<file path="src/design/pwo_pkg.sv">
// Modulus is fixed to q = 2^23 - 2^13 + 1 and addresses are limited to 8 bits
package pwo_pkg;

    localparam int coef_width     = 24;
    localparam int lanes          = 4;
    localparam int word_width     = coef_width * lanes;
    localparam int addr_max_width = 8;   // Modules keep only their low address bits

    // Dilithium prime
    localparam logic [coef_width-1:0] coef_q = 24'd8380417;

    typedef enum logic [1:0] {
        pwm = 2'd0,   // Multiply, optional accumulate into C
        pwa = 2'd1,
        pws = 2'd2
    } pwo_mode_e;

    // Target of a host write
    typedef enum logic [1:0] {
        mem_a = 2'd0,
        mem_b = 2'd1,
        mem_c = 2'd2
    } mem_sel_e;

    typedef struct packed {
        logic                      en;
        logic [addr_max_width-1:0] addr;
        logic [word_width-1:0]     data;
    } mem_wr_t;

    typedef struct packed {
        mem_wr_t  wr;
        mem_sel_e sel;
    } host_wr_t;

endpackage

</file>
<file path="src/design/pwo_ctrl.sv">
// Assumes coef_count/4 fits addr_width; start_i is ignored while busy_o is high
`timescale 1ns/1ps

module pwo_ctrl #(
    parameter int coef_count = 256,
    parameter int addr_width = 6
) (
    input  logic                  clk,
    input  logic                  rst_n_i,
    input  logic                  start_i,
    input  pwo_pkg::pwo_mode_e    mode_i,
    input  logic                  accumulate_i,
    output logic                  rd_en_o,
    output logic [addr_width-1:0] rd_addr_o,
    output logic                  lane_valid_o,
    output pwo_pkg::pwo_mode_e    lane_mode_o,
    output logic                  lane_acc_o,
    input  logic                  lane_valid_i,
    output pwo_pkg::mem_wr_t      c_wr_o,
    output logic                  busy_o,
    output logic                  done_o
);

    import pwo_pkg::*;

    localparam int words      = coef_count / lanes;
    localparam int pipe_depth = 4;   // Memory read plus three lane stages

    localparam logic [addr_width-1:0] last_addr = addr_width'(words - 1);

    logic                  rd_last;
    logic                  wr_last;
    logic [addr_width-1:0] addr_sh [pipe_depth];
    logic [pipe_depth-1:0] last_sh;

    assign rd_last = rd_en_o && (rd_addr_o == last_addr);
    assign wr_last = lane_valid_i && last_sh[pipe_depth-1];

    // Sequencer
    always_ff @(posedge clk or negedge rst_n_i) begin
        if (!rst_n_i) begin
            busy_o       <= 1'b0;
            done_o       <= 1'b0;
            rd_en_o      <= 1'b0;
            rd_addr_o    <= '0;
            lane_valid_o <= 1'b0;
            lane_mode_o  <= pwm;
            lane_acc_o   <= 1'b0;
        end else begin
            done_o       <= wr_last;   // One cycle after the final C write
            lane_valid_o <= rd_en_o;   // Read data lands one cycle later
            if (start_i && !busy_o) begin
                busy_o      <= 1'b1;
                rd_en_o     <= 1'b1;
                rd_addr_o   <= '0;
                lane_mode_o <= mode_i;
                lane_acc_o  <= accumulate_i;
            end else begin
                if (rd_en_o) begin
                    if (rd_last) begin
                        rd_en_o <= 1'b0;
                    end else begin
                        rd_addr_o <= rd_addr_o + 1'b1;
                    end
                end
                if (wr_last) begin
                    busy_o <= 1'b0;
                end
            end
        end
    end

    // Address shift tracking the data through the pipeline
    always_ff @(posedge clk) begin
        addr_sh[0] <= rd_addr_o;
        for (int i = 1; i < pipe_depth; i++) begin
            addr_sh[i] <= addr_sh[i-1];
        end
    end

    always_ff @(posedge clk or negedge rst_n_i) begin
        if (!rst_n_i) begin
            last_sh <= '0;
        end else begin
            last_sh <= {last_sh[pipe_depth-2:0], rd_last};   // Marks the final word
        end
    end

    // Data field is filled by the top level from the lanes
    assign c_wr_o = '{
        en:   lane_valid_i,
        addr: addr_max_width'(addr_sh[pipe_depth-1]),
        data: '0
    };

endmodule

</file>
<file path="config.mk">
export PLATFORM = sky130hd
export DESIGN_NAME = pwo_ctrl
export DESIGN_NICKNAME = d
export VERILOG_FILES = /design/src/design/pwo_pkg.sv /design/src/design/pwo_ctrl.sv
export SDC_FILE = /design/constraint.sdc
export NUM_CORES = 1
export LEC_CHECK = 0
export BUFFER_PORTS_ARGS = -buffer_cell sky130_fd_sc_hd__buf_2
export CORE_MARGIN = 4
export CORE_UTILIZATION = 38
export DETAILED_ROUTE_END_ITERATION = 8
export PLACE_DENSITY_LB_ADDON = 0.1
export SLEW_MARGIN = 20
export SYNTH_ARGS = -nofsm -noshare
export SYNTH_HDL_FRONTEND = slang
export SYNTH_SLANG_ARGS = --single-unit
</file>
<file path="constraint.sdc">
create_clock -name clk -period 1.2 [get_ports clk]
set_input_delay 0.12 -clock clk [delete_from_list [all_inputs] [get_ports clk]]
set_output_delay 0.12 -clock clk [all_outputs]
set_load 0.02 [all_outputs]
</file>
## Word level (Yosys, flattened, before mapping)

Memory sizes are Yosys's and may differ from the RTL's.
Cells that the tools add are included.

| storage, ports and cells | value |
|---|---|
| bits in registers | 17 |
| memory bits (writable) | 24 |
| input bits | 7 |
| logic and storage cells | 27 |
| memories | 1 |

| cells by class | value |
|---|---|
| add/sub/neg operators | 1 |
| equal/unequal tests | 2 |
| muxes and demuxes | 8 |
| reductions and logical operators | 7 |

Memories:

| memory | depth | width | rd ports | clocked after memory_dff | wr ports | line | text |
|---|---|---|---|---|---|---|---|
| addr_sh | 4 | 6 | 4 | 0 | 4 | pwo_ctrl.sv:33 | `logic [addr_width-1:0] addr_sh [pipe_depth];` |

Operators by type and width:

| operator | count |
|---|---|
| 6-bit 2-to-1 mux | 3 |
| 6-bit by 1-bit adder with 6-bit output, second input constant | 1 |
| 6-bit equality test, second input constant | 1 |
| 1-bit 2-to-1 mux | 5 |
| 2-bit nonzero test | 2 |
| 1-bit logical AND | 3 |
| 2-bit by 1-bit != test with 1-bit output, second input constant | 1 |
| 2-bit AND reduction | 1 |
| 1-bit logical NOT | 1 |

## Logic depth before layout (Yosys ltp)

| logic depth | value |
|---|---|
| depth in word-level cells | 5 |
| mapped depth | 4 |

## Least setup slack after synthesis

Ideal clock, no wire load.

| path | value |
|---|---|
| path kind | reg2reg |
| from | reg rd_addr_o[1] |
| to | reg rd_addr_o[0] |
| arrival | 1.264 ns |
| data required time | 1.121 ns |
| slack | -0.143 ns |
| cell stages (with the launch flop) | 5 |
| buffers on the path | 0 |
| cells stage by stage | dfrtp_1 > ha_1 > nand2_1 > o21ai_1 > mux2i_1 |

| between the ends | value |
|---|---|
| longest elaborated chain between the ends | 4 |

Ends and longest elaborated chain:

| what | line | text |
|---|---|---|
| start: declaration | pwo_ctrl.sv:14 | `output logic [addr_width-1:0] rd_addr_o,` |
| start signal: assignment | pwo_ctrl.sv:63 | `rd_addr_o <= rd_addr_o + 1'b1;` |
| 6-bit equality test | pwo_ctrl.sv:36 | `assign rd_last = rd_en_o && (rd_addr_o == last_addr);` |
| 1-bit logical AND | pwo_ctrl.sv:36 |  |
| 2-bit by 1-bit != test with 1-bit output (no source line) | n/a |  |
| 2-bit AND reduction (no source line) | n/a |  |

Every way passes these cells.
A chain may end at the register's enable or synchronous reset.

## Worst setup path in the final report

| path | value |
|---|---|
| from | reg rd_addr_o[3] |
| to | out rd_addr_o[3] |

No word-level cell between the ends.

==> reports/metrics.csv <==
stage,metric,value,unit
run_status,outcome,completed,
drt,drcViolationCount,0,
sta,finalSetupViolations,0,
clock_tree,cts.reportedPaths.clkPinSlew,0.08,ns
layout,area_growth,1.50,%
worst_setup_path,r2r-end,rd_addr_o[4],
worst_setup_path,regToRegSetupSlack,0.07,ns
placed_design,placedCellCount,281,
logic_synthesis,syn_inst,185,
global_route,grt_max_degree,18,
clock_tree,clk_path_buf_depth,2,
layout,final_nets,231,
placed_design,place_ws,-0.00732,ns
worst_setup_path,path_class,reg2out,
global_route,grt.total_usage,0.0771,
worst_setup_path,r2r_start,rd_addr_o[1],
floorplanning,die_h,79.0,um
sta,fin_crit_sh,0.949,
clock_tree,clock_latency,0.29,ns
worst_hold_path,min_from,accumulate_i,
worst_setup_path,crit_fanout,4,
placed_design,dp_hpwl,2020,um
sta,hold_slack,0.0177,ns
power,max-vdd-ir-drop,929,uV
floorplanning,io_pins,125,
power,powerDensity,2630,nW/um2
clock_tree,clock_sinks,41,
layout,drive_above_1_share,0.223,
worst_hold_path,hold_depth,3,
floorplanning,dieArea,6240,um2
sta,fin_setup_tns,0,ns
drt,drtIter0Drc,20,
worst_hold_path,hp-class,in2reg,
sta,finalHoldViolCount,0,
floorplanning,start_util,0.398,
placed_design,placed_cell_area,1810,um2
global_route,antenna_found_initial,0,
sta,fin_ws,0.0614,ns
layout,fin_area,1950,um2
sta,rsz0062_at_grt,false,
drt,routed_wl,2590,um
layout,finalNonFillerCells,291,
power,leakage,1.04,nW
logic_synthesis,syn_avg_cell_area,10.4,um2
drt,postRouteAntennaNets,0,
worst_setup_path,start_kind,register,
global_route,overflow,0,
placed_design,place.gp.congestion,0.670,
layout,seq_area,908,um2
logic_synthesis,yosysSeqAreaShare,0.473,
clock_tree,cts_made_buffers,5,
worst_setup_path,worstPathRequired,1.08,ns
clock_tree,ctsHtreeMaxLevel,2,
drt,via_per_inst,3.34,
logic_synthesis,synth_warnings,0,
worst_setup_path,rr_worst_depth,4,
placed_design,port_buffers,26,
floorplanning,chipWidth,79.0,um
clock_tree,cts-root-buf,clkbuf_8,
logic_synthesis,syn_area,1920,um2
sta,maxSlewViolCount,0,
worst_setup_path,cp.arrival,1.02,ns
worst_hold_path,min_to,lane_acc_o,
logic_synthesis,synth_seq_cells,41,
drt,vias,971,
layout,fin_util,0.404,
flow_run,drv_cap,0,
sta,timing.fmax,878,MHz
global_route,first_global_vias,772,
power,finalPower,5.12,mW
layout,antenna-diode-count,0,
worst_setup_path,worstSetupEndpointType,output port,
drt,wl_per_cell,8.89,um
sta,period_needed,1.14,ns
global_route,grt_pass1_wl,3460,um
floorplanning,rows,25,
logic_synthesis,synth_cell_types,26,
layout,n_fill_cell,504,
sta,fin_worst_skew,0.00542,ns
drt,first_pass_iters,2,
floorplanning,coreArea,4820,um2
clock_tree,cts_tree,done,
layout,multi_input_area,638,um2
-- sequential cells by signal, summed over array words and instances (netlist names) --
| signal | cells |
|---|---|
| rd_addr_o | 6 |
| done_o | 1 |
| lane_valid_o | 1 |
| rd_en_o | 1 |
| lane_mode_o | 2 |
| lane_acc_o | 1 |
| busy_o | 1 |
| addr_sh | 24 |
| last_sh | 4 |
-- synth_stat cells --
library cell | instances | area share
a211oi_1 | 1 | 0.0039
a21oi_1 | 4 | 0.010
a2bb2oi_1 | 1 | 0.0046
a41oi_1 | 1 | 0.0046
and2_1 | 2 | 0.0065
and4_1 | 2 | 0.0091
and4_4 | 1 | 0.0059
buf_2 | 1 | 0.0026
buf_4 | 99 | 0.39
conb_1 | 1 | 0.0020
dfrtp_1 | 17 | 0.22
dfxtp_1 | 24 | 0.25
ha_1 | 1 | 0.0065
inv_1 | 2 | 0.0039
mux2i_1 | 1 | 0.0052
nand2_1 | 13 | 0.025
nand2b_1 | 2 | 0.0065
nand3_1 | 1 | 0.0026
nand3_2 | 1 | 0.0052
nor2b_1 | 1 | 0.0033
nor3_1 | 2 | 0.0052
nor3_2 | 2 | 0.010
o211ai_1 | 1 | 0.0039
o21a_1 | 1 | 0.0039
o21ai_0 | 2 | 0.0052
o21ai_1 | 1 | 0.0026
-- critical path, stage by stage, from the launching register on --
cell	delay (ns)
dfrtp_1	0.42
buf_4	0.16
buf_2	0.15
-- cell families after synthesis --
| group | Yosys count | share of synthesized area |
|---|---|---|
| buffers and inverters | 102 | 0.394 |
| DFF | 41 | 0.473 |
| and+or+nand+nor | 27 | 0.0803 |
| AOI/OAI and AO/OA | 12 | 0.0392 |
| muxes | 1 | 0.00522 |
| adders and majority gates | 1 | 0.00653 |
| other | 1 | 0.00196 |
-- what timing repair did --
action	CTS	global route
endpoints found under the hold margin	17	0
setup endpoints to repair	3	1
hold buffers	1	0
pin swaps	1	0
buffers inserted	0	1
resized for setup	1	0
-- layer usage --
layer,up-vias,wire length [um],GRT usage,share of wire
li1,466,-,-,-
met4,0,66,0.0567,0.026
met5,-,0,0,0
met2,63,1260,0.119,0.49
met3,7,308,0.0340,0.12
met1,435,949,0.0835,0.37
-- worst max-delay path by stage --
stage,slack (ns),to,cells after the start,startpoint
final,0.06,rd_addr_o[3],2,rd_addr_o[3]
after global routing,0.01,rd_addr_o[3],4,rd_addr_o[1]
after CTS,0.02,rd_addr_o[3],2,rd_addr_o[3]
after detailed placement,-0.007,rd_addr_o[4],4,rd_addr_o[1]
after global placement,0.005,rd_addr_o[5],4,rd_addr_o[1]
after floorplan,0.006,rd_addr_o[5],3,rd_en_o
-- power breakdown --
group	total [mW]	switching [mW]	leakage, nW	internal (mW)
sequential	2.25	0.244	0.407	2.01
combinational	1.82	1.20	0.578	0.623
clock	1.05	0.454	0.0556	0.592
total	5.12	1.89	1.04	3.22
-- cell usage in the layout, fill, tap and decap left out --
| master | Yosys | final |
|---|---|---|
| inv_1 | 2 | 2 |
| a2bb2oi_1 | 1 | 1 |
| a211oi_1 | 1 | 1 |
| o21ai_0 | 2 | 2 |
| dfrtp_2 | 0 | 2 |
| nand2_2 | 0 | 1 |
| dlygate4sd3_1 | 0 | 1 |
| a41oi_1 | 1 | 1 |
| clkinvlp_4 | 0 | 1 |
| a21oi_1 | 4 | 4 |
| nor3_1 | 2 | 2 |
| o21a_1 | 1 | 1 |
| nor2b_1 | 1 | 1 |
| nor3_2 | 2 | 2 |
| o211ai_1 | 1 | 1 |
| o21ai_2 | 0 | 1 |
| dfxtp_1 | 24 | 24 |
| and4_1 | 2 | 2 |
| ha_4 | 0 | 1 |
| buf_4 | 99 | 7 |
| buf_2 | 1 | 26 |
| and2_1 | 2 | 2 |
| conb_1 | 1 | 98 |
| and4_4 | 1 | 1 |
| nand3_2 | 1 | 1 |
| clkbuf_8 | 0 | 6 |
| nand3_1 | 1 | 1 |
| dfrtp_1 | 17 | 15 |
| clkbuf_16 | 0 | 1 |
| mux2i_1 | 1 | 1 |
| nand2b_1 | 2 | 2 |
| nand2_1 | 13 | 12 |
-- layout make-up --
class,count,share of cell area
Sequential cell,41,0.467
Multi-Input combinational cell,139,0.328
Timing Repair Buffer,34,0.0990
Clock buffer,7,0.0553
Tap cell,67,0.0431
Clock inverter,1,0.00386
Inverter,2,0.00386
Note: power is estimated with default switching activity, not from simulation.
