`config.mk`:
```
export PLATFORM = sky130hd
export DESIGN_NAME = mod_arith_lane
export DESIGN_NICKNAME = d
export VERILOG_FILES = /design/src/design/pwo_pkg.sv /design/src/design/mod_arith_lane.sv
export SDC_FILE = /design/constraint.sdc
export NUM_CORES = 2
export LEC_CHECK = 0
export BUFFER_PORTS_ARGS = -buffer_cell sky130_fd_sc_hd__clkbuf_2
export CAP_MARGIN = 20
export CORE_AREA = 4 4 253 255
export CTS_CLUSTER_DIAMETER = 40
export DETAILED_ROUTE_END_ITERATION = 8
export DIE_AREA = 0 0 257 259
export GPL_TIMING_DRIVEN = 0
export PLACE_DENSITY_LB_ADDON = 0.25
export SYNTH_ARGS = -nofsm -noshare
export SYNTH_HDL_FRONTEND = slang
export SYNTH_SLANG_ARGS = --single-unit
```
`constraint.sdc`:
```
create_clock -name clk -period 12.9 [get_ports clk]
set_input_delay 2.58 -clock clk [delete_from_list [all_inputs] [get_ports clk]]
set_output_delay 2.58 -clock clk [all_outputs]
set_load 0.01 [all_outputs]
```
`src/design/pwo_pkg.sv`:
```
// Modulus is fixed to q = 2^23 - 2^13 + 1 and addresses are limited to 8 bits
package pwo_pkg;

    localparam int coef_width     = 24;
    localparam int lanes          = 4;
    localparam int word_width     = coef_width * lanes;
    localparam int addr_max_width = 8;   // Modules keep only their low address bits

    // Dilithium prime
    localparam logic [coef_width-1:0] coef_q = 24'd8380417;

    typedef enum logic [1:0] {
        pwm = 2'd0,   // Multiply, optional accumulate into C
        pwa = 2'd1,
        pws = 2'd2
    } pwo_mode_e;

    // Target of a host write
    typedef enum logic [1:0] {
        mem_a = 2'd0,
        mem_b = 2'd1,
        mem_c = 2'd2
    } mem_sel_e;

    typedef struct packed {
        logic                      en;
        logic [addr_max_width-1:0] addr;
        logic [word_width-1:0]     data;
    } mem_wr_t;

    typedef struct packed {
        mem_wr_t  wr;
        mem_sel_e sel;
    } host_wr_t;

endpackage

```
`src/design/mod_arith_lane.sv`:
```
// Operands must be below q; the fold chain relies on q = 2^23 - 2^13 + 1
`timescale 1ns/1ps

module mod_arith_lane (
    input  logic                           clk,
    input  logic                           rst_n_i,
    input  logic                           valid_i,
    input  pwo_pkg::pwo_mode_e             mode_i,
    input  logic                           accumulate_i,
    input  logic [pwo_pkg::coef_width-1:0] a_i,
    input  logic [pwo_pkg::coef_width-1:0] b_i,
    input  logic [pwo_pkg::coef_width-1:0] c_i,
    output logic                           valid_o,
    output logic [pwo_pkg::coef_width-1:0] result_o
);

    import pwo_pkg::*;

    localparam int prod_width = 2 * coef_width - 2;   // 46 bits, operands below 2^23

    logic [prod_width-1:0] prod;

    logic                  st1_valid;
    pwo_mode_e             st1_mode;
    logic                  st1_acc;
    logic                  st1_neg;
    logic [prod_width-1:0] st1_val;
    logic [coef_width-1:0] st1_c;

    logic                  st2_valid;
    pwo_mode_e             st2_mode;
    logic                  st2_acc;
    logic                  st2_neg;
    logic [coef_width-1:0] st2_val;
    logic [coef_width-1:0] st2_c;

    // Fold chain, each step uses 2^23 = 2^13 - 1 mod q
    logic [22:0]           f1_hi;
    logic [22:0]           f1_lo;
    logic [36:0]           f1;
    logic [13:0]           f2_hi;
    logic [22:0]           f2_lo;
    logic [27:0]           f2;
    logic [4:0]            f3_hi;
    logic [22:0]           f3_lo;
    logic [24:0]           f3;
    logic [coef_width-1:0] red;

    logic [coef_width:0]   acc_sum;
    logic [coef_width-1:0] fin;

    assign prod = a_i[22:0] * b_i[22:0];

    assign f1_hi = st1_val[45:23];
    assign f1_lo = st1_val[22:0];
    assign f1    = {f1_hi, 13'd0} - f1_hi + f1_lo;
    assign f2_hi = f1[36:23];
    assign f2_lo = f1[22:0];
    assign f2    = {f2_hi, 13'd0} - f2_hi + f2_lo;
    assign f3_hi = f2[27:23];
    assign f3_lo = f2[22:0];
    assign f3    = {f3_hi, 13'd0} - f3_hi + f3_lo;   // Now below 2q

    assign red = (f3 >= 25'(coef_q)) ? coef_width'(f3 - 25'(coef_q)) : f3[coef_width-1:0];

    // Final correction
    always_comb begin
        acc_sum = {1'b0, st2_val};
        if (st2_mode == pwm && st2_acc) begin
            acc_sum = st2_val + st2_c;
        end
        if (st2_mode == pws) begin
            fin = st2_neg ? st2_val + coef_q : st2_val;   // Wraps back into range
        end else if (acc_sum >= {1'b0, coef_q}) begin
            fin = coef_width'(acc_sum - {1'b0, coef_q});
        end else begin
            fin = acc_sum[coef_width-1:0];
        end
    end

    always_ff @(posedge clk or negedge rst_n_i) begin
        if (!rst_n_i) begin
            st1_valid <= 1'b0;
            st2_valid <= 1'b0;
            valid_o   <= 1'b0;
        end else begin
            st1_valid <= valid_i;
            st2_valid <= st1_valid;
            valid_o   <= st2_valid;
        end
    end

    always_ff @(posedge clk) begin
        if (valid_i) begin
            st1_mode <= mode_i;
            st1_acc  <= accumulate_i;
            st1_c    <= c_i;
            st1_neg  <= (mode_i == pws) && (a_i < b_i);
            case (mode_i)
                pwm:     st1_val <= prod;
                pwa:     st1_val <= a_i + b_i;
                default: st1_val <= prod_width'(a_i - b_i);   // Raw difference mod 2^24
            endcase
        end
        if (st1_valid) begin
            st2_mode <= st1_mode;
            st2_acc  <= st1_acc;
            st2_c    <= st1_c;
            st2_neg  <= st1_neg;
            st2_val  <= (st1_mode == pwm) ? red : st1_val[coef_width-1:0];
        end
        if (st2_valid) begin
            result_o <= fin;
        end
    end

endmodule

```
### Word level (Yosys, flattened, before mapping)

Index checks and enable logic that the tools add are counted.

| word-level totals | value |
|---|---|
| register bits after elaboration | 153 |
| output and inout bits | 25 |
| word-level logic and storage cells | 45 |

| operators by class | value |
|---|---|
| $add $sub $neg | 12 |
| multiply operators | 1 |
| order comparisons | 3 |
| equal/unequal tests | 3 |
| multiplexer cells | 7 |
| reductions and logical operators | 5 |

Operators by type and width:

| operator | number |
|---|---|
| $mux W24 | 5 |
| $pmux W46 S2 | 1 |
| $add A24 B24 Y25 | 2 |
| $ge A25 B23 Y1 const B | 2 |
| $sub A24 B23 Y24 const B | 2 |
| $mul A23 B23 Y46 | 1 |
| $add A37 B23 Y37 | 1 |
| $sub A36 B23 Y37 | 1 |
| $add A28 B23 Y28 | 1 |
| $sub A27 B14 Y28 | 1 |
| $add A19 B24 Y25 | 1 |
| $mux W25 | 1 |
| $sub A24 B24 Y25 | 1 |
| $add A24 B23 Y24 const B | 1 |
| $lt A24 B24 Y1 | 1 |
| $sub A18 B5 Y19 | 1 |
| $logic_not A2 Y1 | 3 |
| $eq A2 B2 Y1 const B | 2 |
| $eq A2 B1 Y1 const B | 1 |
| $logic_and A1 B1 Y1 | 2 |

### Longest topological paths before layout

| depth | value |
|---|---|
| depth in word-level cells | 9 |
| gate-level depth with buffers | 49 |

### Least setup slack after synthesis

Ideal clock, no wire load.

| timing | value |
|---|---|
| kind | register -> register |
| start point | reg st1_val[15] |
| end point | reg st2_val[21], data pin |
| data arrival time | 9.824 ns |
| path slack | 2.808 ns |
| cell stages (with the launch flop) | 47 |
| buffers on the path | 5 |
| period minus slack after synthesis | 10.092 ns |
| cells stage by stage | edfxtp_1 -> inv_1 -> fa_1 -> inv_1 -> ha_1 -> and3_4 -> and3_1 -> buf_6 -> and3_1 -> o31ai_1 -> a21oi_1 -> o21a_1 -> o31a_1 -> o41ai_1 -> o31ai_1 -> a21o_1 -> a21o_1 -> xnor2_1 -> [11 not listed] -> mux2i_1 -> nor2_1 -> ha_1 -> buf_2 -> a21o_1 -> a21oi_1 -> xor2_1 -> o2111ai_1 -> nand2b_1 -> or4_4 -> or3b_1 -> nor2_1 -> o21ai_1 -> mux2i_4 -> buf_6 -> buf_8 -> mux2i_1 -> o211ai_1 |

| between the ends | value |
|---|---|
| cells in the longest elaborated chain, start to end | 8 |

RTL lines:

| item | RTL line | source |
|---|---|---|
| from (decl) | mod_arith_lane.sv:27 | `logic [prod_width-1:0] st1_val;` |
| from (signal assigned) | mod_arith_lane.sv:100 | `pwm: st1_val <= prod;` |
| from (signal assigned) | mod_arith_lane.sv:101 | `pwa: st1_val <= a_i + b_i;` |
| from (signal assigned) | mod_arith_lane.sv:102 | `default: st1_val <= prod_width'(a_i - b_i);` |
| $add A37 B23 Y37 (*) | mod_arith_lane.sv:56 | `assign f1 = {f1_hi, 13'd0} - f1_hi + f1_lo;` |
| $sub A27 B14 Y28 | mod_arith_lane.sv:59 | `assign f2 = {f2_hi, 13'd0} - f2_hi + f2_lo;` |
| $add A28 B23 Y28 (*) | mod_arith_lane.sv:59 |  |
| $sub A18 B5 Y19 | mod_arith_lane.sv:62 | `assign f3 = {f3_hi, 13'd0} - f3_hi + f3_lo;` |
| $add A19 B24 Y25 (*) | mod_arith_lane.sv:62 |  |
| $sub A24 B23 Y24 or $ge A25 B23 Y1 (tied branches) | mod_arith_lane.sv:64 | `assign red = (f3 >= 25'(coef_q)) ? coef_width'(f3 - 25'(coef_q)) : f3[coef_width-1:0];` |
| $mux W24 (*) | mod_arith_lane.sv:64 |  |
| $mux W24 (*) | mod_arith_lane.sv:110 | `st2_val <= (st1_mode == pwm) ? red : st1_val[coef_width-1:0];` |
| to (signal assigned) | mod_arith_lane.sv:110 |  |
| to (decl) | mod_arith_lane.sv:34 | `logic [coef_width-1:0] st2_val;` |

Every way passes the cells marked *; elsewhere a longest branch is shown, timed or not.
A chain may end at the register's enable or synchronous reset.

### Worst setup path after layout

| timing | value |
|---|---|
| start point | reg st1_val[40] |
| end point | reg st2_val[4], data pin |

| between the ends | value |
|---|---|
| cells in the longest elaborated chain, start to end | 9 |

RTL lines:

| item | RTL line |
|---|---|
| $sub A36 B23 Y37 (*) | mod_arith_lane.sv:56 |
| $add A37 B23 Y37 (*) | mod_arith_lane.sv:56 |
| $sub A27 B14 Y28 | mod_arith_lane.sv:59 |
| $add A28 B23 Y28 (*) | mod_arith_lane.sv:59 |
| $sub A18 B5 Y19 | mod_arith_lane.sv:62 |
| $add A19 B24 Y25 (*) | mod_arith_lane.sv:62 |
| $sub A24 B23 Y24 or $ge A25 B23 Y1 (tied branches) | mod_arith_lane.sv:64 |
| $mux W24 (*) | mod_arith_lane.sv:64 |
| $mux W24 (*) | mod_arith_lane.sv:110 |

Marked as above.

==> metrics.md <==
| Metric | Value |
|---|---|
| DIE AREA | `66600 um2` |
| Synthesized area | `33800 um2` |
| Seq. cell area | `4580 um2` |
| H-tree levels | `4` |
| Area Overhead vs Synth | `6.62%` |
| Multi-input logic area | `26100 um2` |
| DRT iter0 DRCs | `2460` |
| Min-Delay Path Depth | `0` |
| All-Layer GR Usage | `0.313` |
| Clock root cell | `clkbuf_16` |
| Fill cells | `5676` |
| Io pins | `103` |
| Die height | `259 um` |
| Initial antenna violation count | `2` |
| First-pass GRT wire length | `162000 um` |
| Worst-path clk slew | `0.06 ns` |
| CTS tree | `done` |
| DRT antenna net count | `0` |
| Core ar. | `61600 um2` |
| Number of hold buffers added after CTS | `0` |
| Max-Cap Viols | `0` |
| # port buffers | `102` |
| Clock Skews | `0.0104 ns` |
| Core Rows | `91` |
| DRC viols | `0` |
| Sequential share of the synthesized area | `0.136` |
| Max Transition Viols Final | `0` |
| Crit start category | `register` |
| Tcrit/Tclk final | `0.951` |
| Mean post-synth cell area | `8.62 um2` |
| Fin crit period | `12.27 ns` |
| Final setup viols | `0` |
| Worst Hold Class | `reg2reg` |
| Crit path top cell by count | `ha_1` |
| Share of layout cells above drive strength 1 | `0.0476` |
| Post-Route WL | `106000 um` |
| Synthesized instance count | `3919` |
| Setup WS pre-CTS | `0.822 ns` |
| Synth unique cells | `97` |
| Setup Fix Bufs, Post-CTS | `0` |
| Final hold slack | `0.414 ns` |
| Post-CTS resize count | `0` |
| Async S/R FF share, synth | `0.0196` |
| Hpwl dp | `88900 um` |
| RSZ-0062 raised after global routing | `false` |
| Worst skew pair latency | `0.43 ns` |
| Drt first pass iters | `6` |
| R2R Path Start | `st1_val[40]` |
| Synth warn | `0` |
| Worst EP required | `13.10 ns` |
| Crit Path Class | `reg2reg` |
| Total negative slack | `0 ns` |
| Post-synth EDFFs | `150` |
| Largest net degree at the start of global routing | `70` |
| Via count | `28.7k` |
| Slowest CP cell | `edfxtp_1` |
| Vias in the first global route | `28.2k` |
| Crit path capture type | `register` |
| CTS Buf Count | `17` |
| GP Congestion | `1.01` |
| Fin. Hold Viols | `0` |
| Cell area after layout | `36000 um2` |
| Rel. slew slack | `0.213` |
| Critical path arrival | `12.46 ns` |
| Hold EP | `st2_c[7]` |
| Dominant synthesized flop cell | `edfxtp_1` |
| Worst Hold Launch | `st1_c[7]` |
| Slew at the pin closest to its max-slew limit | `1.17 ns` |
| Antenna diodes | `0` |
| Initial Utilization | `0.549` |
| Flop2flop setup slack | `0.63 ns` |
| Maximum clock path buffer count | `2` |
| Global-route congestion overflow total | `0` |
| Post-DP Area | `35400 um2` |
| DR vias/cell | `5.86` |
| CP max stage delay | `0.57 ns` |
| Die W | `257 um` |
| Seq cells post-synth | `153` |
| Syn nets | `4820` |
| Worst r2r path cells | `43` |
| CP Max Fanout | `10` |
| Status | `finished, final reports clean` |
| Sinks on the clock net | `153` |
| Wire length per cell | `21.6 um` |
| Final worst slack | `0.633 ns` |
| RR Endpoint | `st2_val[4]` |
| Final nets | `4944` |
| Max Clk Rate | `81.5 MHz` |
synthesized netlist by cell type (37+ instances only):
master / count / area, um2
nor3_1: 56 / 280
and2_1: 141 / 882
a21oi_1: 176 / 881
a21o_1: 76 / 571
edfxtp_1: 150 / 4500
fa_1: 454 / 9090
nand3_1: 50 / 250
clkbuf_1: 147 / 552
o21ai_0: 150 / 751
nand2b_1: 37 / 231
nor2_1: 186 / 698
nand2_1: 515 / 1930
xnor2_1: 131 / 1150
inv_1: 649 / 2440
ha_1: 369 / 4620
xor2_1: 56 / 490
placed cells by master (no fill, tap or decap), drive strengths merged, types with 27 or more instances in the layout:
master / n
xnor2: 132
clkbuf: 268
nand3: 50
ha: 369
edfxtp: 150
a21oi: 180
a31oi: 31
a21o: 76
o21a: 30
nand2: 515
inv: 653
xor2: 56
nor2b: 28
nand4: 27
and2: 142
nand2b: 37
a211oi: 29
fa: 454
and3: 29
mux2i: 31
nor2: 186
nor3: 58
o21ai: 177
or3: 29
sequential cells by signal, indices dropped and copies added, names as in the netlist:
signal	count
st1_valid	1
st2_val	24
st2_neg	1
st2_mode	2
st1_mode	2
st1_c	24
st2_acc	1
st1_acc	1
st1_neg	1
result_o	24
st1_val	46
valid_o	1
st2_c	24
st2_valid	1
through the flow:
step,instances,util
finish,4893,0.585
CTS,4892,0.585
detailed placement,4860,0.575
global route,4893,0.585
floorplan,3919,-
global placement,4858,0.574
worst max-delay path: cells and delay by family, from the launching register on:
family	cells	cell delay [ns]
compound gates	18	5.13
fa+ha+maj	6	2.11
flops	1	0.57
mux	2	0.33
buf+inv	5	0.72
simple gates	9	2.06
xor+xnor	3	1.11
worst max-delay path by stage:
stage                           start          end  slack [ns]  depth (start not counted)
after floorplan           st1_val[15]  st2_val[21]        2.81                         46
after global placement    st1_val[40]   st2_val[4]        0.87                         43
after detailed placement  st1_val[40]   st2_val[4]        0.82                         43
after CTS                 st1_val[40]   st2_val[4]        0.78                         43
after global routing      st1_val[16]   st2_val[4]        0.07                         43
final                     st1_val[40]   st2_val[4]        0.63                         43
metal layers:
| metal | vias up | part of all wire | GRT usage |
|---|---|---|---|
| met5 | - | 0.000066 | 0 |
| met4 | 2 | 0.051 | 0.135 |
| met3 | 232 | 0.083 | 0.0472 |
| met2 | 1264 | 0.47 | 0.524 |
| met1 | 14000 | 0.40 | 0.407 |
| li1 | 13200 | - | - |
area by class of cell:
| type | count | area share |
|---|---|---|
| multi-input cells | 2951 | 0.724 |
| flip-flops and latches | 153 | 0.127 |
| inverters | 650 | 0.0677 |
| well taps | 837 | 0.0291 |
| plain buffers | 165 | 0.0186 |
| repair buffers | 105 | 0.0157 |
| clock buffers | 18 | 0.0119 |
| clock inverters | 14 | 0.00538 |
kinds of logic (layout without fill, tap and decap cells):
kind of cell,after synthesis,count (layout),synth area share
AOI/OAI and AO/OA,733,733,0.142
xor gates and xnor gates,188,188,0.0490
adders and majority gates,823,823,0.406
buffers and inverters,815,952,0.0920
DFF,153,153,0.136
muxes,34,34,0.0106
and+or+nand+nor,1173,1173,0.165
Power is not shown: default switching activity piles up to over one toggle a cycle in this logic, so the estimate is an artifact.
